## config.mk

```make
export PLATFORM = sky130hd
export DESIGN_NAME = tile_mem_arbiter
export DESIGN_NICKNAME = d
export VERILOG_FILES = /design/src/logic/attn_pkg.sv /design/src/logic/tile_mem_arbiter.sv
export SDC_FILE = /design/constraint.sdc
export NUM_CORES = 2
export LEC_CHECK = 0
export ABC_CLOCK_PERIOD_IN_PS = 5300
export BUFFER_PORTS_ARGS = -buffer_cell sky130_fd_sc_hd__buf_2
export CAP_MARGIN = 25
export CORE_MARGIN = 5
export CORE_UTILIZATION = 30
export CTS_CLUSTER_SIZE = 24
export DETAILED_ROUTE_END_ITERATION = 6
export HOLD_SLACK_MARGIN = 0.1
export PLACE_DENSITY = 0.44
export SETUP_SLACK_MARGIN = 0.4
export SYNTH_ARGS = -nofsm -noshare
export SYNTH_HDL_FRONTEND = slang
export SYNTH_SLANG_ARGS = --single-unit
export TNS_END_PERCENT = 20
```

## constraint.sdc

```tcl
create_clock -name I_CLK -period 5.3 [get_ports I_CLK]
set_input_delay 0.795 -clock I_CLK [delete_from_list [all_inputs] [get_ports I_CLK]]
set_output_delay 0.795 -clock I_CLK [all_outputs]
set_load 0.03 [all_outputs]
```

## src/logic/attn_pkg.sv

```systemverilog
`default_nettype none

package attn_pkg;

    ////////////////////////////////////////
    // sizes
    ////////////////////////////////////////
    localparam int unsigned ELEM_W      = 8;  // signed int8 elements
    localparam int unsigned WORD_W      = 32; // four lanes, lane 0 in bits 7..0
    localparam int unsigned TILE        = 4;
    localparam int unsigned SEQ_LEN     = 8;
    localparam int unsigned HEAD_DIM    = 4;  // one q or k row per word
    localparam int unsigned NUM_BLOCKS  = SEQ_LEN / TILE;
    localparam int unsigned ADDR_W      = 6;

    ////////////////////////////////////////
    // tile memory map (word addresses)
    ////////////////////////////////////////
    localparam logic [ADDR_W-1:0] Q_BASE    = 6'd0;  // q row r at Q_BASE + r
    localparam logic [ADDR_W-1:0] K_BASE    = 6'd8;  // k row r at K_BASE + r
    localparam logic [ADDR_W-1:0] S_BASE    = 6'd16; // score row r, block kb at +2r+kb
    localparam logic [ADDR_W-1:0] MAX_BASE  = 6'd32; // row max in low byte
    localparam logic [ADDR_W-1:0] CTRL_ADDR = 6'd63; // bit0 busy/start, bit1 done

    // 1/sqrt(HEAD_DIM) = 1/2
    localparam int unsigned SCALE_SHIFT = 1;

    ////////////////////////////////////////
    // sequencer states
    ////////////////////////////////////////
    typedef enum logic [2:0] {
        IDLE      = 3'd0,
        FETCH     = 3'd1, // read q and k tiles of one block pair
        SCORE     = 3'd2, // write back four score rows
        WRITE_MAX = 3'd3, // dump the row maxima
        DONE      = 3'd4
    } seq_state_t;

endpackage

`default_nettype wire

```

## src/logic/tile_mem_arbiter.sv

```systemverilog
`timescale 1ns/1ps
`default_nettype none

module tile_mem_arbiter (
    input  wire logic                           I_CLK,
    input  wire logic                           I_RST_N,
    input  wire logic                           h_req_i,
    input  wire logic                           h_we_i,
    input  wire logic [attn_pkg::ADDR_W-1:0]    h_addr_i,
    input  wire logic [attn_pkg::WORD_W-1:0]    h_wdata_i,
    input  wire logic                           s_req_i,
    input  wire logic                           s_we_i,
    input  wire logic [attn_pkg::ADDR_W-1:0]    s_addr_i,
    input  wire logic [attn_pkg::WORD_W-1:0]    s_wdata_i,
    output logic                                h_gnt_o,
    output logic                                s_gnt_o,
    output logic                                h_rvalid_o,
    output logic                                s_rvalid_o,
    output logic [attn_pkg::WORD_W-1:0]         rdata_o
);

    localparam int unsigned DEPTH = 2 ** attn_pkg::ADDR_W;

    logic [attn_pkg::WORD_W-1:0] mem [DEPTH];

    logic                           acc_valid;
    logic                           acc_we;
    logic [attn_pkg::ADDR_W-1:0]    acc_addr;
    logic [attn_pkg::WORD_W-1:0]    acc_wdata;

    ////////////////////////////////////////
    // fixed priority, sequencer first
    ////////////////////////////////////////
    assign s_gnt_o = s_req_i;
    assign h_gnt_o = h_req_i & ~s_req_i; // host waits behind sequencer

    always_comb begin
        acc_valid = s_req_i | h_req_i;
        if (s_req_i) begin
            acc_we    = s_we_i;
            acc_addr  = s_addr_i;
            acc_wdata = s_wdata_i;
        end else begin
            acc_we    = h_we_i;
            acc_addr  = h_addr_i;
            acc_wdata = h_wdata_i;
        end
    end

    // storage and read port
    always_ff @(posedge I_CLK) begin
        if (acc_valid && acc_we) begin
            mem[acc_addr] <= acc_wdata;
        end
        if (acc_valid && !acc_we) begin
            rdata_o <= mem[acc_addr];
        end
    end

    // which peer owns next cycle's read data
    always_ff @(posedge I_CLK or negedge I_RST_N) begin
        if (!I_RST_N) begin
            h_rvalid_o <= 1'b0;
            s_rvalid_o <= 1'b0;
        end else begin
            h_rvalid_o <= h_gnt_o & ~h_we_i;
            s_rvalid_o <= s_gnt_o & ~s_we_i;
        end
    end

endmodule

`default_nettype wire

```

==> impl_metrics.py <==
metrics = {
    "critical_path": {
        "cp.required_ns": 5.95,
        "arrival_ns": 4.77,
        "reg2reg_depth": 7,
        "cp_max_fo": 48,
        "path_buf_inv": 3,
        "cpLargestDelayFamily": "simple AND/OR/NAND/NOR gates",
        "cp.depth": 9,
        "end_kind": "register",
        "critPathSlowestCell": "or2_4",
        "path_common_cell": "buf_4",
        "path_cells": "buf_4 -> nor4bb_1 -> or2_4 -> buf_4 -> a222oi_1 -> and3_1 -> o311ai_0 -> buf_4 -> or4_1",
        "worst_path_largest_cell_delay_ns": 0.81,
        "crit_type": "input port to register",
        "start_kind": "input port",
    },
    "timing": {
        "tightest_slew_ns": 1.11,
        "finClkSkew_ns": 0.0312,
        "slew_violations": 0,
        "slew_headroom_pct": 26.3,
        "fin_crit_sh_pct": 77.7,
        "finalSetupTns_ns": 0,
        "final_hold_viol_count": 0,
        "rsz0062_at_grt": "no",
        "min_period_ns": 4.12,
        "clock.fmax_ghz": 0.243,
        "setup_violations": 0,
    },
    "yosys": {
        "synth_compound_area_share_pct": 9.81,
        "synth-edff-count": 2080,
        "synth.yosys.seq_area_share_pct": 79.1,
        "synth_area_leaders": "edfxtp_1 (79%), a22oi_1 (3.9%), mux2_2 (3.3%)",
        "synth-simple-area-share_pct": 3.65,
        "yosysTopAreaCellShare_pct": 79.1,
        "synthFlopType": "edfxtp_1",
        "synth.avg_cell_area_um2": 17.4,
        "synthAdderAreaFrac_pct": 0,
        "netlist_instances": 4544,
        "yosys-top-cells-count": "edfxtp_1 (2080), a22oi_1 (411), nand2_1 (404), a21oi_1 (275), mux2_2 (230)",
        "yosys_warnings": 0,
        "synth.distinct_cells": 61,
        "syn_nets": 4626,
        "synth-xor-area-share_pct": 0,
        "async_reset_ff_share_pct": 0.0961,
        "synth_area_leader_cell": "edfxtp_1",
        "synth_top_family_by_area": "compound AO/OA/AOI/OAI gates",
        "yosysMostFrequentCell": "edfxtp_1",
        "syn_area_um2": 79000,
        "ys_ff_latch": 2082,
        "muxShareOfSynthArea_pct": 5.59,
    },
    "clocking": {
        "clock-sinks": 2082,
        "cts_setup_buffers": 0,
        "cts_tree": "yes",
        "clockBufferDepth": 3,
        "path_clk_slew_ns": 0.06,
        "ctsHtreeMaxLevel": 4,
        "cts_resized": 0,
        "numCtsBuffers": 215,
        "cts_hold_buf": 3,
        "clock_latency_ns": 0.86,
        "cts-root-buf": "clkbuf_16",
    },
    "outcome": {
        "status": "complete, no violations",
    },
    "drt": {
        "num_vias": 47300,
        "totalWireLength_mm": 307,
        "postRouteAntennaNets": 0,
        "wire_per_inst_um": 35.6,
        "drt_iter0_markers": 5820,
        "vias_per_cell": 5.49,
        "drc": 0,
        "dr.pass1.iters": 6,
    },
    "placed_design": {
        "placedCellCount": 8200,
        "postPlaceCellArea_um2": 86400,
        "place_congestion": 0.800,
        "hpwl_mm": 179,
        "port_buffers": 117,
    },
    "cells_and_area": {
        "nFillCells": 24800,
        "finalInstanceArea_um2": 93200,
        "area_growth_pct": 18.0,
        "finalNonFillerCells": 8613,
        "layout.nets": 4988,
        "drive_gt1_share_pct": 20.7,
        "seqCellArea_um2": 62500,
        "final_core_util_pct": 35.5,
        "multi_input_area_um2": 15600,
    },
    "grt": {
        "grt_pass1_wl_mm": 412,
        "grt-ovfl-total": 0,
        "grt_use_total_pct": 21.9,
        "grt_max_degree": 71,
        "grt_pass1_vias": 45900,
        "antenna_found_initial": 26,
    },
    "pwr": {
        "pwr-share-comb_pct": 7.3,
        "intPower_w": 0.0274,
        "switchingPower_w": 0.00838,
        "p_per_area_nw_per_um2": 384,
        "sw_frac_of_total_pct": 23.4,
        "seq_power_share_pct": 51.7,
        "max-vdd-ir-drop_mv": 0.282,
        "leakage_nw": 29.4,
        "clkPwrFrac_pct": 41.1,
    },
    "floorplanning": {
        "start_util_pct": 30.1,
        "fp-row-count": 188,
        "die_w_um": 523,
        "dieArea_um2": 274000,
        "coreArea_um2": 262000,
        "die_h_um": 523,
        "pin_count": 118,
    },
    "job": {
        "drv_cap": 0,
    },
    "hold_path": {
        "min_path_type": "input port to asynchronous set/reset pin",
    },
}
## layout by cell type, fill, tap and decap left out, drive strengths merged, types with 33 or more instances in the layout
cell type	count
clkinv	87
o21ai	58
o22ai	73
a31oi	83
mux2i	178
mux2	233
nand2	404
a21oi	275
clkbuf	281
a22oi	411
buf	428
nor2	67
o2bb2ai	56
a2111oi	33
edfxtp	2080
## registers in the layout, indices dropped and copies added (netlist names)
| register | flops |
|---|---|
| mem | 2048 |
| h_rvalid_o | 1 |
| s_rvalid_o | 1 |
| rdata_o | 32 |
## power by group through the flow
| stage | logic, W | clock network, W | registers, W |
|---|---|---|---|
| after floorplan | 0.00121 | 0 | 0.0188 |
| after global placement | 0.00257 | 0 | 0.0188 |
| after detailed placement | 0.00260 | 0 | 0.0188 |
| after CTS | 0.00260 | 0.0149 | 0.0185 |
| after global routing | 0.00270 | 0.0156 | 0.0185 |
| final | 0.00260 | 0.0147 | 0.0185 |
## kinds of logic (layout without fill, tap and decap cells)
family                 Yosys count  after routing
AND/OR/NAND/NOR                636            636
buffers and inverters          287            821
multiplexers                   411            411
other                            0             20
AO/OA/AOI/OAI                 1128           1128
flip-flops                    2082           2082
## through the flow
stage / total power [W] / setup WS, ns / hold WS, ns
floorplan: 0.0200 / 0.408 / 0.499
global placement: 0.0214 / 0.235 / 0.580
detailed placement: 0.0214 / 0.196 / 0.583
CTS: 0.0360 / 1.10 / 0.190
global route: 0.0367 / 0.916 / 0.244
finish: 0.0358 / 1.18 / 0.259
## worst register-to-register path, stage by stage, from the launching register on
cell	delay (ns)
edfxtp_1	0.36
mux2i_1	0.27
o22ai_1	0.13
nor4_1	0.30
buf_4	0.21
o311ai_0	0.29
buf_4	0.28
or4_1	0.66
## worst paths after layout
check	end	start	slack [ns]
max in group asynchronous	h_rvalid_o$_DFF_PN0_	I_RST_N	4.95
worst max register to register	rdata_o[3]$_DFFE_PP_	mem[1][3]$_DFFE_PP_	2.48
worst min register to register	rdata_o[28]$_DFFE_PP_	mem[20][28]$_DFFE_PP_	0.70
worst min-delay path	s_rvalid_o$_DFF_PN0_	I_RST_N	0.26
min in group I_CLK	mem[1][6]$_DFFE_PP_	s_wdata_i[6]	0.36
worst max-delay path	rdata_o[3]$_DFFE_PP_	s_req_i	1.18
## layer usage
layer | track usage [%] | part of all wire [%] | vias to the layer above
met4 | 6.66 | 3.2 | 6
met5 | 0 | 0.010 | -
met1 | 30.6 | 43 | 25500
li1 | - | - | 19200
met2 | 35.0 | 47 | 2193
met3 | 3.79 | 7.3 | 437
## final cells by class
type | count | area share, %
Inverter | 1 | 0.00403
Antenna cell | 20 | 0.0537
Tap cell | 3515 | 4.72
Sequential cell | 2082 | 67.1
Timing Repair Buffer | 431 | 4.22
Clock buffer | 281 | 6.13
Multi-Input combinational cell | 2175 | 16.8
Clock inverter | 108 | 0.986
Power figures use the tool's default switching activity.
