--- src/logic/attn_pkg.sv ---
`default_nettype none

package attn_pkg;

    ////////////////////////////////////////
    // sizes
    ////////////////////////////////////////
    localparam int unsigned ELEM_W      = 8;  // signed int8 elements
    localparam int unsigned WORD_W      = 32; // four lanes, lane 0 in bits 7..0
    localparam int unsigned TILE        = 4;
    localparam int unsigned SEQ_LEN     = 8;
    localparam int unsigned HEAD_DIM    = 4;  // one q or k row per word
    localparam int unsigned NUM_BLOCKS  = SEQ_LEN / TILE;
    localparam int unsigned ADDR_W      = 6;

    ////////////////////////////////////////
    // tile memory map (word addresses)
    ////////////////////////////////////////
    localparam logic [ADDR_W-1:0] Q_BASE    = 6'd0;  // q row r at Q_BASE + r
    localparam logic [ADDR_W-1:0] K_BASE    = 6'd8;  // k row r at K_BASE + r
    localparam logic [ADDR_W-1:0] S_BASE    = 6'd16; // score row r, block kb at +2r+kb
    localparam logic [ADDR_W-1:0] MAX_BASE  = 6'd32; // row max in low byte
    localparam logic [ADDR_W-1:0] CTRL_ADDR = 6'd63; // bit0 busy/start, bit1 done

    // 1/sqrt(HEAD_DIM) = 1/2
    localparam int unsigned SCALE_SHIFT = 1;

    ////////////////////////////////////////
    // sequencer states
    ////////////////////////////////////////
    typedef enum logic [2:0] {
        IDLE      = 3'd0,
        FETCH     = 3'd1, // read q and k tiles of one block pair
        SCORE     = 3'd2, // write back four score rows
        WRITE_MAX = 3'd3, // dump the row maxima
        DONE      = 3'd4
    } seq_state_t;

endpackage

`default_nettype wire

--- src/logic/apb_host_port.sv ---
`timescale 1ns/1ps
`default_nettype none

module apb_host_port (
    input  wire logic                           I_CLK,
    input  wire logic                           I_RST_N,
    input  wire logic                           psel_i,
    input  wire logic                           penable_i,
    input  wire logic                           pwrite_i,
    input  wire logic [attn_pkg::ADDR_W-1:0]    paddr_i,
    input  wire logic [attn_pkg::WORD_W-1:0]    pwdata_i,
    input  wire logic                           done_i,
    input  wire logic                           busy_i,
    input  wire logic                           h_gnt_i,
    input  wire logic                           h_rvalid_i,
    input  wire logic [attn_pkg::WORD_W-1:0]    h_rdata_i,
    output logic                                pready_o,
    output logic [attn_pkg::WORD_W-1:0]         prdata_o,
    output logic                                start_o,
    output logic                                h_req_o,
    output logic                                h_we_o,
    output logic [attn_pkg::ADDR_W-1:0]         h_addr_o,
    output logic [attn_pkg::WORD_W-1:0]         h_wdata_o
);

    logic access;   // apb access phase
    logic is_ctrl;
    logic ctrl_acc;
    logic rd_wait;  // read granted, data due next cycle

    assign access   = psel_i & penable_i;
    assign is_ctrl  = (paddr_i == attn_pkg::CTRL_ADDR);
    assign ctrl_acc = access & is_ctrl;

    // start only when the engine is idle
    assign start_o = ctrl_acc & pwrite_i & pwdata_i[0] & ~busy_i;

    ////////////////////////////////////////
    // memory request side
    ////////////////////////////////////////
    assign h_req_o   = access & ~is_ctrl & ~rd_wait; // drop req once read granted
    assign h_we_o    = pwrite_i;
    assign h_addr_o  = paddr_i;
    assign h_wdata_o = pwdata_i;

    always_ff @(posedge I_CLK or negedge I_RST_N) begin
        if (!I_RST_N) begin
            rd_wait <= 1'b0;
        end else if (h_gnt_i && !pwrite_i) begin
            rd_wait <= 1'b1;
        end else if (h_rvalid_i) begin
            rd_wait <= 1'b0;
        end
    end

    // writes finish on the grant, reads on the returning data
    assign pready_o = ctrl_acc | (h_gnt_i & pwrite_i) | (rd_wait & h_rvalid_i);

    assign prdata_o = is_ctrl ? {{(attn_pkg::WORD_W-2){1'b0}}, done_i, busy_i}
                              : h_rdata_i;

endmodule

`default_nettype wire

--- config.mk ---
export PLATFORM = sky130hd
export DESIGN_NAME = apb_host_port
export DESIGN_NICKNAME = d
export VERILOG_FILES = /design/src/logic/attn_pkg.sv /design/src/logic/apb_host_port.sv
export SDC_FILE = /design/constraint.sdc
export NUM_CORES = 1
export LEC_CHECK = 0
export ABC_CLOCK_PERIOD_IN_PS = 1300
export BUFFER_PORTS_ARGS = -buffer_cell sky130_fd_sc_hd__buf_2
export CAP_MARGIN = 20
export CORE_ASPECT_RATIO = 0.5
export CORE_UTILIZATION = 24
export DETAILED_ROUTE_END_ITERATION = 12
export GPL_ROUTABILITY_DRIVEN = 0
export PLACE_DENSITY_LB_ADDON = 0.1
export SETUP_SLACK_MARGIN = 0.05
export SLEW_MARGIN = 40
export SYNTH_ARGS = -nofsm -noshare
export SYNTH_HDL_FRONTEND = slang
export SYNTH_SLANG_ARGS = --single-unit
--- constraint.sdc ---
create_clock -name I_CLK -period 1.3 [get_ports I_CLK]
set_clock_uncertainty 0.2 [all_clocks]
set_input_delay 0.065 -clock I_CLK [delete_from_list [all_inputs] [get_ports I_CLK]]
set_output_delay 0.065 -clock I_CLK [all_outputs]
set_load 0.02 [all_outputs]
==> impl_metrics.csv, run 1 <==
group,metric,value,unit
worst_setup_path,path_buf_inv,3,
timing,setup_violations,31,
floorplanning,die_w,79.3,um
worst_setup_path,crit_path_start_kind,"primary input",
global_routing,antenna_found_initial,0,
placed_design,place_hpwl,1890,um
timing,slew_headroom,0.844,
power,p_leak,0.843,nW
run_status,status,"finished, violations left",
layout,nNetsFinal,257,
clock_network,clk_latency,0,ns
flow_run,drv_cap,0,
layout,fill_cells,246,
timing,worst_slew_pin_slew,0.234,ns
global_routing,grt.overflow.total,0,
detailed_routing,finalWirelength,2750,um
global_routing,grt_pass1_wl,3040,um
layout,top_register,"rd_wait",
power,vdd_drop_max,188,uV
clock_network,post_cts_buffers,0,
global_routing,grt_pass1_vias,665,
layout,syn_to_final_growth,121,%
layout,top_regs,"rd_wait x1",
detailed_routing,firstDrtPassIters,3,
power,power.switching,0.000277,W
power,p_int,0.000356,W
floorplanning,core,2720,um2
synth,seq_area_frac_synth,0.0349,
worst_setup_path,critPathTopFamily,"simple AND/OR/NAND/NOR gates",
worst_setup_path,cp-end-kind,"output pin",
synth,netlist_top_cells_area,"buf_4 (41%), and2_4 (35%), buf_6 (4.7%)",
synth,synth.distinct_cells,14,
timing,timing.final.ws_setup,-0.0823,ns
timing,min_period,1.38,ns
timing,fin_crit_sh,1.06,
layout,drive_gt1_frac,0.761,
synth,syn-instance-count,89,
synth,netlist_area,717,um2
timing,fmax,723,MHz
synth,syn-num-nets,168,
global_routing,grt_max_degree,22,
placed_design,port_buffers,90,
detailed_routing,drt_iter0_drc,9,
global_routing,gr-usage-all-layers,0.119,
detailed_routing,wl_per_cell,12.9,um
power,pwr-share-seq,0.058,
synth,synth_area_per_cell,8.06,um2
layout,finalNonFillerCells,213,
run_status,failed_checks,"negative setup slack",
floorplanning,die_h,40.6,um
floorplanning,die_area,3220,um2
floorplanning,ioPinCount,153,
power,sw_frac_of_total,0.438,
synth,synth_top_cell_by_area,"buf_4",
layout,regArea,25.0,um2
synth,yosysWarnings,0,
worst_setup_path,crit_path_cell_trace,"buf_8, nand2_4, or3_4, clkbuf_16, and2_4, buf_6",
power,pwr-share-clk,0,
layout,n_antenna_cell,0,
power,total_power,0.000632,W
worst_setup_path,r2r_setup_slack,0.48,ns
placed_design,dp.cells,177,
power,power_density,398,nW/um2
worst_setup_path,max_stage_delay,0.48,ns
worst_setup_path,path_class,"primary input to output pin",
floorplanning,num_rows,13,
timing,finalSetupTns,-1.90,ns
timing,grt_setup_unrepaired,"true",
detailed_routing,drc,0,
clock_network,clk_pin_slew,0,ns
layout,largest_register_ffs,1,
worst_setup_path,cp_max_fo,7,
timing,slew_viol_final,0,
synth,ys_ff_latch,1,
worst_hold_path,hold_path.class,"primary input to register",
power,comb_power_share,0.942,
detailed_routing,vias_per_cell,3.96,
worst_setup_path,required,1.03,ns
synth,synthDominantCellAreaShare,0.408,
worst_setup_path,crit_path_top_delay_cell,"or3_4",
timing,hold_viol_final,0,
worst_setup_path,cp.arrival,1.12,ns
detailed_routing,drtAntennaViolNets,0,
detailed_routing,vias,843,
layout,multi_input_area,379,um2
floorplanning,start_util,0.264,
-- worst reg2reg max path, delay by kind of cell, from the launching register on --
kind / cells / cell delay, ns
flops: 1 / 0.37
buf+inv: 1 / 0.06
compound gates: 1 / 0.06
-- placed cells by master, fill, tap and decap left out --
cell	count
mux2_2	2
nor3_1	2
inv_1	2
a22oi_1	1
buf_12	2
buf_2	54
buf_8	1
o21ai_2	1
or3_4	1
and2_4	30
o22ai_1	1
nand2_4	1
buf_4	2
nor4_4	1
clkbuf_16	3
nand2_2	1
dlygate4sd3_1	32
buf_6	35
dfrtp_1	1
nand2_1	3
-- what timing repair did --
| item | CTS | global route |
|---|---|---|
| gates cloned | 0 | 4 |
| pin swaps | 0 | 33 |
| hold endpoints to repair | 32 | 0 |
| gates resized for setup | 54 | 18 |
| hold buffers | 32 | 0 |
| setup endpoints to repair | 34 | 34 |
-- synth_stat cells, drive strengths merged --
| library cell | n |
|---|---|
| a22oi | 1 |
| and2 | 30 |
| buf | 42 |
| dfrtp | 1 |
| inv | 2 |
| mux2 | 2 |
| nand2 | 5 |
| nor3 | 2 |
| nor4 | 1 |
| o21ai | 1 |
| o22ai | 1 |
| or3 | 1 |
-- through the flow --
stage | utilization | area, um2 | setup WS (ns) | hold WS (ns)
finish | 0.585 | 1590 | -0.0823 | 0.0876
global route | 0.585 | 1590 | -0.0971 | 0.109
CTS | 0.530 | 1440 | -0.0563 | 0.0832
detailed placement | 0.347 | 943 | -0.0884 | -0.355
global placement | 0.347 | 943 | -0.0908 | -0.357
floorplan | - | 726 | 0.0995 | -0.431
-- area by class of cell --
| class | count | share of cell area |
|---|---|---|
| repair buffers | 129 | 0.712 |
| well taps | 37 | 0.0292 |
| inverters | 2 | 0.00473 |
| flip-flops and latches | 1 | 0.0158 |
| multi-input cells | 44 | 0.239 |
-- final timing paths --
path,from,end,cells after the start
min,h_rvalid_i,rd_wait,2
max reg2reg,rd_wait,rd_wait,2
max,paddr_i[3],prdata_o[17],6
min reg2reg,rd_wait,rd_wait,2
min in group asynchronous,I_RST_N,rd_wait,2
max in group asynchronous,I_RST_N,rd_wait,2
-- power groups by stage --
stage / clock [W] / sequential, W / combinational, W
finish: 0 / 0.0000367 / 0.000596
global route: 0 / 0.0000369 / 0.000625
CTS: 0 / 0.0000367 / 0.000560
detailed placement: 0 / 0.0000366 / 0.000344
global placement: 0 / 0.0000367 / 0.000344
floorplan: 0 / 0.0000362 / 0.000357
-- metal layers --
layer  routed length (um)  GRT usage  up-vias  share of wire
li1                     -          -      411              -
met1                  910      0.142      378           0.33
met2                 1710      0.263       52           0.62
met3                  115    0.00222        2          0.042
met4                   10    0.00909        0         0.0036
met5                    0          0        -              0
-- kinds of logic after synthesis --
logic type             synth area share
flip-flops                       0.0349
AND/OR/NAND/NOR                   0.436
buffers and inverters             0.466
AO/OA/AOI/OAI                    0.0314
multiplexers                     0.0314
No activity file was read; power rests on OpenSTA's default activity.
==> inputs of run 2 (changes only) <==
--- a/config.mk
+++ b/config.mk
@@ -5,11 +5,12 @@
 export SDC_FILE = /design/constraint.sdc
 export NUM_CORES = 1
 export LEC_CHECK = 0
-export ABC_CLOCK_PERIOD_IN_PS = 1300
+export ABC_AREA = 1
+export ABC_CLOCK_PERIOD_IN_PS = 1130
 export BUFFER_PORTS_ARGS = -buffer_cell sky130_fd_sc_hd__buf_2
 export CAP_MARGIN = 20
 export CORE_ASPECT_RATIO = 0.5
-export CORE_UTILIZATION = 24
+export CORE_UTILIZATION = 22
 export DETAILED_ROUTE_END_ITERATION = 12
 export GPL_ROUTABILITY_DRIVEN = 0
 export PLACE_DENSITY_LB_ADDON = 0.1
==> constraint.sdc (replaced) <==
create_clock -name I_CLK -period 1.13 [get_ports I_CLK]
set_clock_uncertainty 0.2 [all_clocks]
set_input_delay 0.0565 -clock I_CLK [delete_from_list [all_inputs] [get_ports I_CLK]]
set_output_delay 0.0565 -clock I_CLK [all_outputs]
set_load 0.02 [all_outputs]
==> run 2 against run 1 <==
Against the previous run:
- global-route usage is 0.12 points lower
- the run now ends clean
- power is 14% higher
- sequential cell count stayed put
- die area is 7.8% higher
- setup slack better by 0.13 ns
- critical path type unchanged
- critical endpoint is now prdata_o[13]
- final cell count is 8.0% higher
- combinational power is 14% higher
- synthesized area is 0.87% lower
- highest routed layer is now met3
- largest cell class unchanged
==> impl_metrics.csv, run 2 <==
group,metric,value,unit
run_status,status,"completed",
layout,layout_common_cells,"buf_2 (54), dlygate4sd3_1 (32), buf_4 (30)",
global_routing,grt_pass1_vias,717,
timing,min_period,1.08,ns
worst_setup_path,path_class,"primary input to output pin",
synth,seq_area_frac_synth,0.0352,
worst_setup_path,cp.arrival,0.82,ns
global_routing,gr-usage-all-layers,0.118,
layout,top_regs,"rd_wait x1",
floorplanning,core,3030,um2
layout,fill_cells,289,
placed_design,port_buffers,90,
worst_setup_path,required,0.87,ns
worst_hold_path,hold_path.class,"primary input to register",
synth,synth_area_per_cell,6.90,um2
global_routing,antenna_found_initial,0,
synth,synth.distinct_cells,16,
timing,timing.final.ws_setup,0.0487,ns
worst_setup_path,crit_path_start_kind,"primary input",
timing,fin_crit_sh,0.957,
floorplanning,die_w,82.4,um
layout,final_common_cell,"buf_2",
timing,worst_slew_pin_slew,0.234,ns
layout,n_antenna_cell,0,
power,power.switching,0.000345,W
timing,hold_viol_final,0,
power,p_int,0.000375,W
power,power_density,453,nW/um2
synth,syn-num-nets,182,
synth,netlist_top_cells_count,"buf_4 (41), a21boi_0 (24), nand2_1 (14)",
placed_design,postPlaceCellArea,913,um2
timing,setup_violations,0,
layout,nNetsFinal,271,
synth,syn-instance-count,103,
global_routing,grt_pass1_wl,3320,um
layout,design_area,1590,um2
detailed_routing,finalWirelength,2710,um
detailed_routing,drt_iter0_drc,18,
placed_design,place_ws,-0.0137,ns
worst_setup_path,cp-end-kind,"output pin",
layout,top_register,"rd_wait",
timing,fmax,925,MHz
synth,yosysMostFrequentCell,"buf_4",
floorplanning,die_area,3480,um2
layout,largest_register_ffs,1,
detailed_routing,drtAntennaViolNets,0,
flow_run,drv_cap,0,
layout,syn_to_final_growth,123,%
layout,drive_gt1_frac,0.674,
placed_design,place_hpwl,1750,um
power,p_leak,0.811,nW
layout,final_util,0.524,
timing,slew_headroom,0.843,
power,vdd_drop_max,271,uV
synth,yosysWarnings,0,
layout,regArea,25.0,um2
synth,synth_top_cell_by_area,"buf_4",
detailed_routing,wl_per_cell,11.8,um
clock_network,clk_pin_slew,0,ns
floorplanning,num_rows,14,
floorplanning,ioPinCount,153,
power,comb_power_share,0.943,
global_routing,grt.overflow.total,0,
synth,synthDominantCellAreaShare,0.433,
synth,synth_edf_count,0,
layout,multi_input_area,432,um2
synth,netlist_top_cells_area,"buf_4 (43%), a21boi_0 (25%), nand2_1 (7.4%)",
timing,slew_viol_final,0,
synth,ys_ff_latch,1,
synth,synth_async_sr_flop_share,1.00,
synth,ys.flop_type,"dfrtp_1",
placed_design,dp.cells,192,
worst_setup_path,cp_max_fo,7,
floorplanning,die_h,42.2,um
power,sw_frac_of_total,0.479,
power,pwr-share-clk,0,
detailed_routing,vias_per_cell,4.25,
detailed_routing,vias,977,
timing,grt_setup_unrepaired,"true",
layout,finalNonFillerCells,230,
power,pwr-share-seq,0.057,
detailed_routing,firstDrtPassIters,4,
timing,finalSetupTns,0,ns
clock_network,clk_latency,0,ns
detailed_routing,drc,0,
global_routing,grt_max_degree,36,
synth,netlist_area,711,um2
floorplanning,start_util,0.235,
[run 2: cell types whose count changed after synthesis, moves of 2 or more]
| cell | previous run | this run |
|---|---|---|
| a21boi_0 | 0 | 24 |
| and2_4 | 29 | 0 |
| buf_4 | 39 | 41 |
| nand2_1 | 5 | 14 |
| mux2_2 | 2 | 0 |
| nand3_1 | 0 | 3 |
| nor3_1 | 2 | 0 |
| a21boi_1 | 0 | 6 |
| inv_1 | 2 | 4 |
[run 2: area by class of cell]
class	count	area share
inverter	5	0.0134
tap	40	0.0315
multi-input combinational	52	0.272
timing repair buffer	132	0.667
sequential	1	0.0158
[run 2: cell families (layout without fill, tap and decap cells)]
kind of cell    count (synthesis)  after routing  share of synthesized area
buf+inv                        50            137                      0.505
simple gates                   20             20                      0.127
compound gates                 32             32                      0.333
flops                           1              1                     0.0352
[run 2: what timing repair did]
| action | 4_1_cts | 5_1_grt |
|---|---|---|
| buffers inserted | 0 | 1 |
| hold buffers | 32 | 0 |
| gates resized for setup | 23 | 63 |
| hold endpoints to repair | 32 | 0 |
| pin swaps | 5 | 2 |
| endpoints found under the setup margin | 17 | 35 |
| cloned | 2 | 3 |
[run 2: power by group through the flow]
stage / Clock (W) / Combinational, W / Sequential (W)
after detailed placement: 0 / 0.000380 / 0.0000411
after global routing: 0 / 0.000720 / 0.0000415
after CTS: 0 / 0.000580 / 0.0000411
after floorplan: 0 / 0.000390 / 0.0000409
final: 0 / 0.000678 / 0.0000411
after global placement: 0 / 0.000378 / 0.0000412
[run 2: final timing paths]
kind / from / to / slack, ns / cells after the start
worst min-delay path: h_rvalid_i / rd_wait / 0.06 / 2
worst min register to register: rd_wait / rd_wait / 0.36 / 2
worst max-delay path: paddr_i[0] / prdata_o[13] / 0.05 / 7
min in group asynchronous: I_RST_N / rd_wait / 0.17 / 2
max in group asynchronous: I_RST_N / rd_wait / 0.48 / 2
worst max register to register: rd_wait / rd_wait / 0.30 / 2
[run 2: routing by layer]
metal,share of wire,global-route usage,up-vias
met5,0,0,-
met4,0,0,0
met3,0.076,0.00217,0
met1,0.35,0.128,443
li1,-,-,476
met2,0.57,0.261,58
[run 2: worst max-delay path: stages]
cell      delay [ns]
buf_6           0.10
nand2_4         0.06
nor2_4          0.04
buf_12          0.13
buf_4           0.16
a21boi_1        0.12
buf_4           0.15
[run 2: through the flow]
step / hold WS [ns] / power (W)
2_1_floorplan: -0.439 / 0.000431
3_3_place_gp: -0.367 / 0.000419
3_5_place_dp: -0.366 / 0.000421
4_1_cts: 0.0664 / 0.000621
5_1_grt: 0.0840 / 0.000762
6_report: 0.0647 / 0.000719
==> inputs of run 3 (changes only) <==
--- a/config.mk
+++ b/config.mk
@@ -14,6 +14,7 @@
 export DETAILED_ROUTE_END_ITERATION = 12
 export GPL_ROUTABILITY_DRIVEN = 0
 export PLACE_DENSITY_LB_ADDON = 0.1
+export REMOVE_ABC_BUFFERS = 1
 export SETUP_SLACK_MARGIN = 0.05
 export SLEW_MARGIN = 40
 export SYNTH_ARGS = -nofsm -noshare
==> constraint.sdc (replaced) <==
create_clock -name I_CLK -period 1.13 [get_ports I_CLK]
set_clock_uncertainty 0.2 [all_clocks]
set_input_delay 0.1695 -clock I_CLK [delete_from_list [all_inputs] [get_ports I_CLK]]
set_output_delay 0.1695 -clock I_CLK [all_outputs]
set_load 0.02 [all_outputs]
==> run 3 against run 2 <==
Against the previous run:
- the run now ends with negative setup slack left
- register-to-register slack got worse by 0.09 ns
- via count fell by 4.2%
- global-route usage rose by 8.7 points
- final area fell by 0.63%
- wire length rose by 45%
- critical path depth did not move
- die area did not move
- sequential share of layout area barely moved
- critical path type unchanged
- highest routed layer is now met5
==> impl_metrics.csv, run 3 (synthesis results as in run 2) <==
group,metric,value,unit
floorplanning,die_w,82.4,um
detailed_routing,vias,936,
layout,design_area,1580,um2
power,p_leak,0.805,nW
detailed_routing,vias_per_cell,4.52,
global_routing,antenna_found_initial,0,
worst_setup_path,cp.arrival,0.97,ns
detailed_routing,drt_iter0_drc,8,
detailed_routing,drtAntennaViolNets,0,
timing,grt_setup_unrepaired,"true",
global_routing,grt_max_degree,14,
layout,regArea,25.0,um2
worst_setup_path,path_class,"primary input to output pin",
floorplanning,ioPinCount,153,
layout,final_common_cell,"buf_2",
placed_design,place_ws,-0.247,ns
power,total_power,0.000660,W
timing,hold_viol_final,0,
power,vdd_drop_max,208,uV
power,power_density,419,nW/um2
timing,slew_viol_final,0,
clock_network,clk_latency,0,ns
global_routing,grt_pass1_vias,845,
detailed_routing,wl_met1,1060,um
layout,layout_common_cells,"buf_2 (50), buf_6 (31), a21boi_2 (26)",
placed_design,port_buffers,90,
layout,top_register,"rd_wait",
detailed_routing,wl_per_cell,19.0,um
global_routing,grt.overflow.total,0,
timing,setup_violations,35,
flow_run,drv_cap,0,
detailed_routing,met2_wirelength,1990,um
layout,n_antenna_cell,0,
worst_setup_path,cp_max_fo,6,
run_status,failed_checks,"negative setup slack",
detailed_routing,top_layer_used,"met5",
layout,finalNonFillerCells,207,
worst_hold_path,hold_path.class,"primary input to output pin",
timing,finalSetupTns,-5.82,ns
layout,nNetsFinal,248,
layout,syn_to_final_growth,122,%
worst_setup_path,crit_path_start_kind,"primary input",
global_routing,gr-usage-all-layers,0.205,
detailed_routing,drc,0,
global_routing,grt_pass1_wl,5020,um
detailed_routing,finalWirelength,3930,um
layout,top_regs,"rd_wait x1",
layout,drive_gt1_frac,0.886,
placed_design,dp.cells,193,
worst_setup_path,required,0.76,ns
floorplanning,core,3030,um2
layout,largest_register_ffs,1,
detailed_routing,firstDrtPassIters,3,
timing,slew_headroom,0.872,
run_status,status,"finished, violations left",
floorplanning,num_rows,14,
timing,fmax,749,MHz
timing,min_period,1.34,ns
placed_design,place_hpwl,3020,um
worst_setup_path,cp-end-kind,"output pin",
floorplanning,die_h,42.2,um
detailed_routing,met3RoutedLength,818,um
floorplanning,start_util,0.235,
placed_design,postPlaceCellArea,933,um2
layout,fill_cells,278,
worst_setup_path,r2r_cells,3,
floorplanning,die_area,3480,um2
worst_hold_path,hold_path_depth,0,
timing,timing.final.ws_setup,-0.206,ns
timing,fin_crit_sh,1.18,
layout,multi_input_area,508,um2
timing,worst_slew_pin_slew,0.192,ns
-- run 3: changes by cell type in the layout (fill, tap and decap cells not counted), moves of 3 or more --
cell	delta
nand3_2	-3
clkbuf_16	-3
buf_2	-4
a21boi_1	-10
dlygate4sd3_1	-31
buf_6	+21
buf_16	+5
buf_4	-14
a21boi_2	+8
-- run 3: path summary, 6_finish.rpt --
path	startpoint	endpoint	slack, ns
worst min-delay path	pwdata_i[11]	h_wdata_o[11]	0.14
worst min register to register	rd_wait	rd_wait	0.45
min in group asynchronous	I_RST_N	rd_wait	0.29
worst max register to register	rd_wait	rd_wait	0.21
max in group asynchronous	I_RST_N	rd_wait	0.35
worst max-delay path	paddr_i[3]	prdata_o[12]	-0.21
-- run 3: worst max-delay path, stage by stage --
cell	delay [ns]
buf_8	0.07
nand2_4	0.05
nor2_4	0.19
buf_6	0.16
buf_16	0.13
a21boi_2	0.05
buf_4	0.15
-- run 3: repair_timing --
item	CTS	global route
hold endpoints to repair	1	0
hold buffers	1	0
setup buffers	4	4
pin swaps	7	12
resized for setup	90	59
setup endpoints to repair	35	35
gates cloned	6	0
-- run 3: area by class of cell --
class                      instances  area share
inverter                           5      0.0135
multi-input combinational         52       0.322
sequential                         1      0.0159
tap                               40      0.0317
timing repair buffer             109       0.617
-- run 3: metal layers --
metal | GRT usage | vias to the layer above
met2 | 0.349 | 54
met4 | 0 | 2
met3 | 0.204 | 2
met1 | 0.172 | 449
li1 | - | 429
met5 | 0.150 | -
-- run 3: through the flow --
stage / hold slack [ns] / utilization
floorplan: -0.326 / -
global placement: -0.256 / 0.308
detailed placement: -0.254 / 0.308
CTS: 0.139 / 0.451
global route: 0.139 / 0.520
finish: 0.139 / 0.520
-- run 3: power breakdown --
| group | switching [W] | total, W | internal (W) |
|---|---|---|---|
| Sequential | 0.00000164 | 0.0000413 | 0.0000397 |
| Combinational | 0.000283 | 0.000619 | 0.000336 |
| Clock | 0 | 0 | 0 |
