### src/logic/attn_pkg.sv
`default_nettype none

package attn_pkg;

    ////////////////////////////////////////
    // sizes
    ////////////////////////////////////////
    localparam int unsigned ELEM_W      = 8;  // signed int8 elements
    localparam int unsigned WORD_W      = 32; // four lanes, lane 0 in bits 7..0
    localparam int unsigned TILE        = 4;
    localparam int unsigned SEQ_LEN     = 8;
    localparam int unsigned HEAD_DIM    = 4;  // one q or k row per word
    localparam int unsigned NUM_BLOCKS  = SEQ_LEN / TILE;
    localparam int unsigned ADDR_W      = 6;

    ////////////////////////////////////////
    // tile memory map (word addresses)
    ////////////////////////////////////////
    localparam logic [ADDR_W-1:0] Q_BASE    = 6'd0;  // q row r at Q_BASE + r
    localparam logic [ADDR_W-1:0] K_BASE    = 6'd8;  // k row r at K_BASE + r
    localparam logic [ADDR_W-1:0] S_BASE    = 6'd16; // score row r, block kb at +2r+kb
    localparam logic [ADDR_W-1:0] MAX_BASE  = 6'd32; // row max in low byte
    localparam logic [ADDR_W-1:0] CTRL_ADDR = 6'd63; // bit0 busy/start, bit1 done

    // 1/sqrt(HEAD_DIM) = 1/2
    localparam int unsigned SCALE_SHIFT = 1;

    ////////////////////////////////////////
    // sequencer states
    ////////////////////////////////////////
    typedef enum logic [2:0] {
        IDLE      = 3'd0,
        FETCH     = 3'd1, // read q and k tiles of one block pair
        SCORE     = 3'd2, // write back four score rows
        WRITE_MAX = 3'd3, // dump the row maxima
        DONE      = 3'd4
    } seq_state_t;

endpackage

`default_nettype wire

### src/logic/tile_sequencer.sv
`timescale 1ns/1ps
`default_nettype none

module tile_sequencer (
    input  wire logic                                   I_CLK,
    input  wire logic                                   I_RST_N,
    input  wire logic                                   start_i,
    input  wire logic                                   s_gnt_i,
    input  wire logic                                   s_rvalid_i,
    input  wire logic [attn_pkg::WORD_W-1:0]            s_rdata_i,
    input  wire logic [attn_pkg::WORD_W-1:0]            score_row_i,
    input  wire logic [attn_pkg::ELEM_W-1:0]            row_max_i,
    output logic                                        s_req_o,
    output logic                                        s_we_o,
    output logic [attn_pkg::ADDR_W-1:0]                 s_addr_o,
    output logic [attn_pkg::WORD_W-1:0]                 s_wdata_o,
    output logic                                        load_q_o,
    output logic                                        load_k_o,
    output logic [$clog2(attn_pkg::TILE)-1:0]           load_row_o,
    output logic [attn_pkg::WORD_W-1:0]                 load_word_o,
    output logic                                        clear_max_o,
    output logic [$clog2(attn_pkg::SEQ_LEN)-1:0]        score_sel_o,
    output logic                                        upd_max_o,
    output logic                                        busy_o,
    output logic                                        done_o
);

    localparam int unsigned FETCH_N = 2 * attn_pkg::TILE; // q rows then k rows

    attn_pkg::seq_state_t   state;
    logic                   kb;         // key block, outer loop
    logic                   qb;         // query block, inner loop
    logic [3:0]             issue_cnt;  // reads issued this pair
    logic [2:0]             recv_cnt;   // reads returned this pair
    logic [2:0]             wr_cnt;     // score rows or max words written
    logic                   done_r;

    ////////////////////////////////////////
    // block loop FSM
    ////////////////////////////////////////
    always_ff @(posedge I_CLK or negedge I_RST_N) begin
        if (!I_RST_N) begin
            state     <= attn_pkg::IDLE;
            kb        <= 1'b0;
            qb        <= 1'b0;
            issue_cnt <= '0;
            recv_cnt  <= '0;
            wr_cnt    <= '0;
            done_r    <= 1'b0;
        end else begin
            case (state)
                attn_pkg::IDLE: begin
                    if (start_i) begin
                        state     <= attn_pkg::FETCH;
                        kb        <= 1'b0;
                        qb        <= 1'b0;
                        issue_cnt <= '0;
                        recv_cnt  <= '0;
                        done_r    <= 1'b0; // sticky done ends here
                    end
                end
                attn_pkg::FETCH: begin
                    if (s_req_o && s_gnt_i) begin
                        issue_cnt <= issue_cnt + 4'd1;
                    end
                    if (s_rvalid_i) begin
                        recv_cnt <= recv_cnt + 3'd1;
                        if (recv_cnt == 3'(FETCH_N - 1)) begin
                            state  <= attn_pkg::SCORE;
                            wr_cnt <= '0;
                        end
                    end
                end
                attn_pkg::SCORE: begin
                    if (s_gnt_i) begin
                        wr_cnt <= wr_cnt + 3'd1;
                        if (wr_cnt[1:0] == 2'(attn_pkg::TILE - 1)) begin
                            wr_cnt    <= '0;
                            issue_cnt <= '0;
                            recv_cnt  <= '0;
                            qb        <= ~qb;
                            if (!qb) begin
                                state <= attn_pkg::FETCH;
                            end else if (!kb) begin
                                kb    <= 1'b1;
                                state <= attn_pkg::FETCH;
                            end else begin
                                state <= attn_pkg::WRITE_MAX;
                            end
                        end
                    end
                end
                attn_pkg::WRITE_MAX: begin
                    if (s_gnt_i) begin
                        wr_cnt <= wr_cnt + 3'd1;
                        if (wr_cnt == 3'(attn_pkg::SEQ_LEN - 1)) begin
                            state <= attn_pkg::DONE;
                        end
                    end
                end
                attn_pkg::DONE: begin
                    done_r <= 1'b1;
                    state  <= attn_pkg::IDLE;
                end
                default: state <= attn_pkg::IDLE;
            endcase
        end
    end

    ////////////////////////////////////////
    // memory requests
    ////////////////////////////////////////
    always_comb begin
        s_req_o   = 1'b0;
        s_we_o    = 1'b0;
        s_addr_o  = '0;
        s_wdata_o = '0;
        case (state)
            attn_pkg::FETCH: begin
                s_req_o = (issue_cnt < 4'(FETCH_N));
                if (!issue_cnt[2]) begin
                    s_addr_o = attn_pkg::Q_BASE + {3'b000, qb, issue_cnt[1:0]};
                end else begin
                    s_addr_o = attn_pkg::K_BASE + {3'b000, kb, issue_cnt[1:0]};
                end
            end
            attn_pkg::SCORE: begin
                s_req_o   = 1'b1;
                s_we_o    = 1'b1;
                s_addr_o  = attn_pkg::S_BASE + {2'b00, qb, wr_cnt[1:0], kb}; // 2r + kb
                s_wdata_o = score_row_i;
            end
            attn_pkg::WRITE_MAX: begin
                s_req_o   = 1'b1;
                s_we_o    = 1'b1;
                s_addr_o  = attn_pkg::MAX_BASE + {3'b000, wr_cnt};
                s_wdata_o = {{(attn_pkg::WORD_W-attn_pkg::ELEM_W){1'b0}}, row_max_i};
            end
            default: ;
        endcase
    end

    // returning words go to the q tile first, then the k tile
    assign load_q_o    = s_rvalid_i & ~recv_cnt[2];
    assign load_k_o    = s_rvalid_i & recv_cnt[2];
    assign load_row_o  = recv_cnt[1:0];
    assign load_word_o = s_rdata_i;

    assign clear_max_o = (state == attn_pkg::IDLE) & start_i;
    assign upd_max_o   = (state == attn_pkg::SCORE) & s_gnt_i; // fold as the row is written
    assign score_sel_o = (state == attn_pkg::WRITE_MAX) ? wr_cnt : {qb, wr_cnt[1:0]};

    assign busy_o = (state != attn_pkg::IDLE);
    assign done_o = done_r;

endmodule

`default_nettype wire

### config.mk
export PLATFORM = sky130hd
export DESIGN_NAME = tile_sequencer
export DESIGN_NICKNAME = d
export VERILOG_FILES = /design/src/logic/attn_pkg.sv /design/src/logic/tile_sequencer.sv
export SDC_FILE = /design/constraint.sdc
export NUM_CORES = 1
export LEC_CHECK = 0
export ABC_AREA = 1
export BUFFER_PORTS_ARGS = -buffer_cell sky130_fd_sc_hd__buf_2
export CAP_MARGIN = 20
export CORE_ASPECT_RATIO = 1.2
export CORE_MARGIN = 1.5
export CORE_UTILIZATION = 40
export DETAILED_ROUTE_END_ITERATION = 16
export PLACE_DENSITY = 0.95
export RECOVER_POWER = 100
export SETUP_SLACK_MARGIN = 0.02
export SLEW_MARGIN = 5
export SYNTH_ARGS = -nofsm -noshare
export SYNTH_HDL_FRONTEND = slang
export SYNTH_SLANG_ARGS = --single-unit
export TNS_END_PERCENT = 30
### constraint.sdc
create_clock -name I_CLK -period 3.94 [get_ports I_CLK]
set_input_delay 0.591 -clock I_CLK [delete_from_list [all_inputs] [get_ports I_CLK]]
set_output_delay 0.591 -clock I_CLK [all_outputs]
set_load 0.05 [all_outputs]
==> summary.md, run 1 <==
| Metric | Value |
|---|---|
| Main synth FF type | `dfrtp_1` |
| Asr flop ratio synth | `1.00` |
| Top cells by area, synth | `dfrtp_1, buf_4, nand2_1, nor2_1, inv_1` |
| Initial Utilization | `0.426` |
| Final core occ | `0.463` |
| CTS H-tree depth | `1` |
| Final setup viols | `0` |
| DRT iter0 DRCs | `78` |
| Die Ht | `74.8 um` |
| Post-synthesis cell type count | `29` |
| Post-synth EDFFs | `0` |
| Worst Tran Pin Value | `0.943 ns` |
| LEAKAGE | `1.06 nW` |
| Final GP Congestion | `0.900` |
| Initial antenna violation count | `1` |
| Hold Violations, Final | `0` |
| Hold buffer count at CTS | `0` |
| Worst Skew | `0.00394 ns` |
| WL/cell | `13.8 um` |
| Maxcap violations | `0` |
| Setup Fix Bufs, Post-CTS | `0` |
| Resize count post-CTS | `0` |
| CP Capture Type | `primary output` |
| TritonCTS clock tree | `done` |
| DRT antenna net count | `0` |
| Area grow syn2layout | `8.58%` |
| Share of the yosys chip area belonging to registers | `0.233` |
| Synth area leader | `dfrtp_1` |
| Fmax | `0.338 GHz` |
| Fin nets | `389` |
| Syn Inst Count | `249` |
| RSZ-0062 raised after global routing | `no` |
| Yosys reg bits | `16` |
| Mean Syn Cell Area | `6.91 um2` |
| Total power | `1.73 mW` |
| Clock Sinks | `16` |
| Share of cells above drive strength 1 | `0.201` |
| Outcome | `finished, final reports clean` |
| Worst skew pair latency | `0.25 ns` |
| Drt drc | `0` |
| WP data required | `3.35 ns` |
| Syn Std Cell Area | `1720 um2` |
| HP Class | `input port to asynchronous set/reset pin` |
| First-pass GRT wire length | `7430 um` |
| Syn Nets | `332` |
| Crit Path Category | `register to primary output` |
| Port bufs | `95` |
| Clk buf depth | `2` |
| Grt ovf | `0` |
| Drt total wl | `4960 um` |
| Commonest cells post-synth | `nand2_1, nor2_1, buf_4, inv_1, dfrtp_1` |
| Clk root buf | `clkbuf_8` |
| Tmin final | `2.96 ns` |
| Setup_tns | `0 ns` |
| Largest net degree at the start of global routing | `31` |
| Power density cells | `924 nW/um2` |
| Max VDD drop | `0.523 mV` |
| Critical path peak fanout | `12` |
| IO Count | `160` |
| Max-slew headroom | `0.369` |
| FP Rows | `25` |
| Antenna Cells | `0` |
| Tot GR Track Use | `0.203` |
| Worst-path clk slew | `0.06 ns` |
| Core ar. | `4040 um2` |
| Count leader, synth | `nand2_1` |
| Vias | `1777` |
| CP arrival | `2.37 ns` |
| Filler Cells Inserted | `431` |
| Via density | `4.96` |
| Vias in the first global route | `1609` |
| Num CTS Buffers | `3` |
| Detailed Routing Iterations Pass 1 | `4` |
| Final HPWL DP | `4050 um` |
| Yosys warnings | `0` |
| Die X | `62.9 um` |
| Period utilization | `0.752` |
| Area share of the largest cell type after synthesis | `0.233` |
| Die area | `4700 um2` |
| Max-slew violation total from the final report | `0` |
| Crit path launch type | `register` |
## routing by layer
metal	up-vias	global-route usage	routed length, um
li1	843	-	-
met1	798	0.231	1960
met2	93	0.361	2300
met3	41	0.0508	439
met4	2	0.0988	238
met5	-	0	12
## layout make-up
class	count	area, um2	share of cell area
Timing Repair Buffer	95	410	0.220
Sequential cell	16	400	0.214
Inverter	42	163	0.0871
Clock buffer	3	41.3	0.0221
Multi-Input combinational cell	148	786	0.421
Tap cell	54	67.6	0.0362
## kinds of logic (layout without fill, tap and decap cells)
logic type                 after synthesis  after routing  synth area share
adders and majority gates                6              6            0.0436
AOI/OAI and AO/OA                       22             22            0.0902
xor gates and xnor gates                 2              2            0.0102
and+or+nand+nor                        118            118             0.332
buffers and inverters                   85            140             0.292
DFF                                     16             16             0.233
## critical path, stage by stage, from the launching register on
cell	delay, ns
dfrtp_1	0.54
nand2_1	0.10
nor2_1	0.73
a22o_1	0.28
clkbuf_1	0.48
## path summary, 6_finish.rpt
path	from	endpoint	slack [ns]	depth (start not counted)
max	state[0]$_DFFE_PN0P_	s_wdata_o[0]	0.98	4
min	I_RST_N	issue_cnt[2]$_DFFE_PN0P_	0.44	1
min reg2reg	recv_cnt[1]$_DFFE_PN0P_	recv_cnt[1]$_DFFE_PN0P_	0.51	2
min in group I_CLK	recv_cnt[1]$_DFFE_PN0P_	recv_cnt[1]$_DFFE_PN0P_	0.51	2
max reg2reg	state[0]$_DFFE_PN0P_	state[0]$_DFFE_PN0P_	1.97	6
max in group asynchronous	I_RST_N	issue_cnt[3]$_DFFE_PN0P_	2.96	1
## report_power, final
group | total, mW | switching [mW] | internal [mW] | leakage (nW)
Clock | 0.123 | 0.0555 | 0.0678 | 0.0216
Sequential | 0.301 | 0.0800 | 0.221 | 0.212
Combinational | 1.30 | 1.04 | 0.260 | 0.831
Total | 1.73 | 1.18 | 0.548 | 1.06
## registers in the layout (all words and copies together) (netlist names)
register and cells:
wr_cnt 3, state 3, issue_cnt 4, done_o 1, qb 1, recv_cnt 3, kb 1
## cell usage in the layout (no fill, tap or decap), drive strengths merged, types with 2 or more instances in the layout
master,synthesis,final
nand4,2,2
inv,42,42
nor2,42,42
ha,6,6
clkbuf,0,55
a22o,8,8
nand2,57,57
o21ai,9,9
buf,43,43
dfrtp,16,16
o221ai,2,2
nand3,14,14
nand3b,2,2
## stage by stage
step | worst slack [ns] | instances | cell area, um2 | hold WS, ns
3_3_place_gp | 1.53 | 355 | 1920 | 0.484
4_1_cts | 1.18 | 358 | 1970 | 0.259
5_1_grt | 0.840 | 358 | 1870 | 0.512
3_5_place_dp | 1.45 | 355 | 1920 | 0.492
6_report | 0.977 | 358 | 1870 | 0.437
2_1_floorplan | 1.34 | 249 | 1720 | 0.295
(Power assumes the default switching activity.)
==> run 2: changes to the inputs <==
--- a/config.mk
+++ b/config.mk
@@ -5,14 +5,14 @@
 export SDC_FILE = /design/constraint.sdc
 export NUM_CORES = 1
 export LEC_CHECK = 0
-export ABC_AREA = 1
+export ABC_AREA = 0
 export BUFFER_PORTS_ARGS = -buffer_cell sky130_fd_sc_hd__buf_2
 export CAP_MARGIN = 20
 export CORE_ASPECT_RATIO = 1.2
 export CORE_MARGIN = 1.5
-export CORE_UTILIZATION = 40
+export CORE_UTILIZATION = 33
 export DETAILED_ROUTE_END_ITERATION = 16
-export PLACE_DENSITY = 0.95
+export PLACE_DENSITY = 0.88
 export RECOVER_POWER = 100
 export SETUP_SLACK_MARGIN = 0.02
 export SLEW_MARGIN = 5
==> constraint.sdc (replaced) <==
create_clock -name I_CLK -period 2.45 [get_ports I_CLK]
set_input_delay 0.3675 -clock I_CLK [delete_from_list [all_inputs] [get_ports I_CLK]]
set_output_delay 0.3675 -clock I_CLK [all_outputs]
set_load 0.05 [all_outputs]
==> run 2 against run 1 <==
Net effect: combinational power grew 88%; wire length shrank 14%; setup slack lost 0.78 ns; area after synthesis shrank 3.6%; cell count shrank 11%.
==> summary.md, run 2 <==
| Metric | Value |
|---|---|
| Syn Nets | `283` |
| DRT iter0 DRCs | `64` |
| Grt ovf | `0` |
| Mean Syn Cell Area | `8.29 um2` |
| First-pass GRT wire length | `6290 um` |
| WP data required | `2.08 ns` |
| HP Class | `input port to asynchronous set/reset pin` |
| Maxcap violations | `0` |
| Vias in the first global route | `1376` |
| Most frequent cells in the layout | `buf_2, clkbuf_2, and3_1, clkbuf_1, nor2_1` |
| Syn Std Cell Area | `1660 um2` |
| Asr flop ratio synth | `1.00` |
| Synth area leader | `dfrtp_1` |
| Pre-CTS WS | `0.517 ns` |
| Vias | `1579` |
| CTS H-tree depth | `1` |
| Mux cell area share after synthesis | `0.115` |
| WL/cell | `13.5 um` |
| XOR/XNOR share of the synthesized area | `0` |
| Final HPWL DP | `3300 um` |
| Biggest register | `issue_cnt` |
| Worst r2r path cells | `4` |
| Post-synthesis cell type count | `38` |
| Final GP Congestion | `0.856` |
| Worst Tran Pin Value | `0.879 ns` |
| Largest register FFs | `4` |
| RSZ-0062 raised after global routing | `no` |
| Resize count post-CTS | `0` |
| DRT antenna net count | `0` |
| Post-synth EDFFs | `0` |
| Core ar. | `4870 um2` |
| Fmax | `0.445 GHz` |
| CP arrival | `1.88 ns` |
| Drt drc | `0` |
| Die Ht | `80.6 um` |
| Critical path peak fanout | `28` |
| Worst skew pair latency | `0.26 ns` |
| Fin area | `1950 um2` |
| Setup Fix Bufs, Post-CTS | `0` |
| Tot GR Track Use | `0.151` |
| Final setup viols | `0` |
| Antenna Cells | `0` |
| Yosys warnings | `0` |
| IO Count | `160` |
| Fin cells | `318` |
| Clk buf depth | `2` |
| Fin nets | `342` |
| Detailed Routing Iterations Pass 1 | `4` |
| Largest family of logic cells by synthesized area | `simple AND/OR/NAND/NOR gates` |
| Via density | `4.97` |
| Placed cell area | `1930 um2` |
| Crit path launch type | `register` |
| Max VDD drop | `0.664 mV` |
| CP Capture Type | `primary output` |
| Max-slew violation total from the final report | `0` |
| Crit Path Category | `register to primary output` |
| Tmin final | `2.25 ns` |
| Post-synthesis simple-gate area fraction | `0.262` |
| Clock Sinks | `16` |
| Drt total wl | `4290 um` |
| Num CTS Buffers | `3` |
| TritonCTS clock tree | `done` |
| LEAKAGE | `1.09 nW` |
| Outcome | `finished, final reports clean` |
| Area grow syn2layout | `17.8%` |
| Main synth FF type | `dfrtp_1` |
| FP Rows | `28` |
| Power density cells | `1630 nW/um2` |
| Share of cells above drive strength 1 | `0.376` |
| Die X | `67.7 um` |
| Hold Violations, Final | `0` |
| Max-slew headroom | `0.414` |
| Setup_tns | `0 ns` |
| Inst Count DP | `314` |
| Share of the yosys chip area belonging to registers | `0.242` |
| Filler Cells Inserted | `499` |
| Final setup margin | `0.201 ns` |
| Final core occ | `0.401` |
| Count leader, synth | `buf_4` |
| Synth Area in Compound Gates | `0.117` |
| Worst Skew | `0.00211 ns` |
| Worst-path clk slew | `0.07 ns` |
| Most common cell after layout, fill and taps aside | `buf_2` |
| Hold buffer count at CTS | `0` |
| Clk root buf | `clkbuf_8` |
| Syn Inst Count | `200` |
| Port bufs | `95` |
| Top cells by area, synth | `dfrtp_1, buf_4, and3_1, mux2i_1, mux2_2` |
| Yosys reg bits | `16` |
| Area share of the largest cell type after synthesis | `0.242` |
| Synth Area in Adders | `0.0453` |
| Period utilization | `0.918` |
| Largest net degree at the start of global routing | `29` |
| Die area | `5460 um2` |
| Commonest cells post-synth | `buf_4, and3_1, nor2_1, dfrtp_1, mux2i_1` |
| Initial Utilization | `0.340` |
| Initial antenna violation count | `0` |
-- run 2: cell count changes after synthesis, moves of 5 or more --
cell     change
a22o_1       -5
and3_1      +26
buf_2        +5
inv_1       -28
mux2_2       +8
mux2i_1     +10
nand2_1     -42
nand2_2      -5
nand3_1      -5
nor2_1      -20
nor2b_1      +5
-- run 2: critical path, cell delays in order (launching register included) --
cell	delay, ns
dfrtp_1	0.52
inv_1	0.53
and3_1	0.28
clkbuf_2	0.28
-- run 2: power by group --
group	internal, mW	total [mW]	switching, mW	leakage [nW]
clock network	0.143	0.244	0.101	0.0288
registers	0.363	0.496	0.133	0.210
logic	0.661	2.44	1.78	0.848
-- run 2: metal layers --
metal | vias to the layer above | track usage | wire, um
met5 | - | 0 | 0
met4 | 0 | 0.118 | 151
met3 | 19 | 0.0252 | 264
met2 | 46 | 0.230 | 2120
met1 | 738 | 0.184 | 1750
li1 | 776 | - | -
-- run 2: logic make-up (layout without fill, tap and decap cells) --
family / count (synthesis) / count (layout)
compound gates: 28 / 28
flops: 16 / 16
buf+inv: 56 / 114
mux: 18 / 18
fa+ha+maj: 6 / 6
simple gates: 76 / 76
-- run 2: area by class of cell --
type                       instances  area (um2)  area share
multi-input combinational        128         896       0.459
sequential                        16         400       0.205
inverter                           9        33.8      0.0173
tap                               60        75.1      0.0384
timing repair buffer             101         493       0.252
clock buffer                       4        55.1      0.0282
-- run 2: path summary, 6_finish.rpt --
path / start / endpoint / slack [ns]
max: state[0]$_DFFE_PN0P_ / s_wdata_o[30] / 0.20
min: I_RST_N / recv_cnt[2]$_DFFE_PN0P_ / 0.20
max in group asynchronous: I_RST_N / qb$_DFFE_PN0P_ / 1.71
max reg2reg: wr_cnt[0]$_DFFE_PN0P_ / qb$_DFFE_PN0P_ / 0.66
min reg2reg: done_o$_DFFE_PN0P_ / done_o$_DFFE_PN0P_ / 0.53
min in group I_CLK: s_rvalid_i / recv_cnt[2]$_DFFE_PN0P_ / 0.44
-- run 2: stage by stage --
step	hold slack (ns)	total power, mW
2_1_floorplan	0.0719	2.63
3_3_place_gp	0.296	2.93
3_5_place_dp	0.302	2.98
4_1_cts	0.0265	3.23
5_1_grt	0.291	3.37
6_report	0.202	3.18
==> run 3: changes to the inputs <==
==> constraint.sdc (replaced) <==
create_clock -name I_CLK -period 2.45 [get_ports I_CLK]
set_input_delay 0.245 -clock I_CLK [delete_from_list [all_inputs] [get_ports I_CLK]]
set_output_delay 0.245 -clock I_CLK [all_outputs]
set_load 0.05 [all_outputs]
==> run 3 against run 2 <==
Net effect: clock skew barely moved; clock power fell by 18%; critical path depth up 1; critical path type unchanged; largest power group unchanged.
==> summary.md, run 3 (same netlist as run 2, synthesis figures left out) <==
| Metric | Value |
|---|---|
| WHS | `0.322 ns` |
| Share of cells above drive strength 1 | `0.359` |
| Area of the multi-input gates | `893 um2` |
| Largest net degree at the start of global routing | `29` |
| Worst r2r path cells | `4` |
| Final GP Congestion | `0.847` |
| Hold Violations, Final | `0` |
| Detailed Routing Iterations Pass 1 | `4` |
| LEAKAGE | `1.07 nW` |
| Inst Count DP | `312` |
| Core ar. | `4870 um2` |
| CP Capture Type | `primary output` |
| Crit Path Category | `register to primary output` |
| Tot GR Track Use | `0.149` |
| Max-slew headroom | `0.375` |
| Max VDD drop | `0.637 mV` |
| Num CTS Buffers | `3` |
| Antenna Cells | `0` |
| Vias | `1626` |
| Power density cells | `1600 nW/um2` |
| Area grow syn2layout | `16.5%` |
| Worst skew pair latency | `0.25 ns` |
| Max incr delay on CP | `0.49 ns` |
| Clk root buf | `clkbuf_8` |
| FF-to-FF End | `qb$_DFFE_PN0P_` |
| Tmin final | `2.28 ns` |
| Most common cell after layout, fill and taps aside | `buf_2` |
| Sequential cell area | `400 um2` |
| Initial Utilization | `0.340` |
| WP data required | `2.20 ns` |
| Grt ovf | `0` |
| Setup Fix Bufs, Post-CTS | `0` |
| Final setup margin | `0.173 ns` |
| RSZ-0062 raised after global routing | `no` |
| Maxcap violations | `0` |
| Vias in the first global route | `1337` |
| Fin area | `1930 um2` |
| Pre-CTS WS | `0.480 ns` |
| Drt total wl | `4320 um` |
| FP Rows | `28` |
| Via density | `5.15` |
| Filler Cells Inserted | `517` |
| IO Count | `160` |
| Biggest register | `issue_cnt` |
| Worst Tran Pin Value | `0.937 ns` |
| Clock Sinks | `16` |
| CP arrival | `2.03 ns` |
| CP cell instances | `or2b_1 > inv_1 > and3_1 > clkbuf_2` |
| HP Class | `input port to register` |
| Die area | `5460 um2` |
| WL/cell | `13.7 um` |
| Fmax | `0.439 GHz` |
| Outcome | `finished, final reports clean` |
| Die X | `67.7 um` |
| Max-slew violation total from the final report | `0` |
| Fin nets | `341` |
| Largest register FFs | `4` |
| Hold worst-path end | `recv_cnt[1]$_DFFE_PN0P_` |
| Critical path peak fanout | `27` |
| CTS H-tree depth | `1` |
| Hold Path Depth | `3` |
| Most frequent cells in the layout | `buf_2, clkbuf_2, and3_1, clkbuf_1, nor2_1` |
| Resize count post-CTS | `0` |
| First-pass GRT wire length | `6100 um` |
| Placed cell area | `1910 um2` |
| TritonCTS clock tree | `done` |
| Worst Skew | `0.00190 ns` |
| Port bufs | `95` |
| Crit path launch type | `register` |
| Final setup viols | `0` |
| R2r setup slk | `0.25 ns` |
| DRT iter0 DRCs | `41` |
| Initial antenna violation count | `0` |
| Final core occ | `0.396` |
| Crit-path slowest cell | `inv_1` |
| Drt drc | `0` |
| Fin cells | `316` |
| Period utilization | `0.929` |
| Hold buffer count at CTS | `1` |
| Clk buf depth | `2` |
| Setup_tns | `0 ns` |
| Total power | `3.09 mW` |
| DRT antenna net count | `0` |
| Worst-path clk slew | `0.06 ns` |
| Reg-to-reg startpoint | `state[1]$_DFFE_PN0P_` |
| Final HPWL DP | `3340 um` |
| Die Ht | `80.6 um` |
| Min-delay src | `s_rvalid_i` |
run 3: changes by cell type in the layout (fill, tap and decap cells not counted):
cell           before  now
nor2_2              1    0
clkbuf_1           20   21
buf_2              44   43
clkbuf_8            4    3
dlygate4sd3_1       0    1
nor2_1             17   18
buf_4               5    3
run 3: cell type report:
| cell class | instances | share of cell area |
|---|---|---|
| clock buffer | 3 | 0.0214 |
| inverter | 9 | 0.0175 |
| multi-input combinational | 128 | 0.463 |
| sequential | 16 | 0.207 |
| tap | 60 | 0.0389 |
| timing repair buffer | 100 | 0.252 |
run 3: power by group:
| part | internal [mW] | switching [mW] | total [mW] |
|---|---|---|---|
| registers | 0.363 | 0.106 | 0.469 |
| clock network | 0.109 | 0.0911 | 0.200 |
| logic | 0.635 | 1.79 | 2.42 |
run 3: critical path, delay by kind of cell (launching register included):
kind	cells	cell delay, ns
buffers and inverters	2	0.76
AND/OR/NAND/NOR	2	0.63
flip-flops	1	0.38
run 3: worst max-delay path by stage:
| stage | startpoint | slack, ns | to | cells after the start |
|---|---|---|---|---|
| final | state[2]$_DFFE_PN0P_ | 0.17 | s_wdata_o[24] | 4 |
| after CTS | state[2]$_DFFE_PN0P_ | 0.21 | s_wdata_o[12] | 4 |
| after detailed placement | state[2]$_DFFE_PN0P_ | 0.48 | s_wdata_o[30] | 4 |
| after global routing | state[2]$_DFFE_PN0P_ | 0.02 | s_wdata_o[30] | 4 |
| after global placement | state[2]$_DFFE_PN0P_ | 0.55 | s_wdata_o[12] | 4 |
| after floorplan | state[2]$_DFFE_PN0P_ | 0.12 | s_addr_o[3] | 4 |
run 3: metal layers:
metal | global-route usage | part of all wire | vias up
li1 | - | - | 773
met1 | 0.172 | 0.40 | 772
met3 | 0.0266 | 0.051 | 20
met5 | 0 | 0 | -
met2 | 0.246 | 0.51 | 61
met4 | 0.0939 | 0.042 | 0
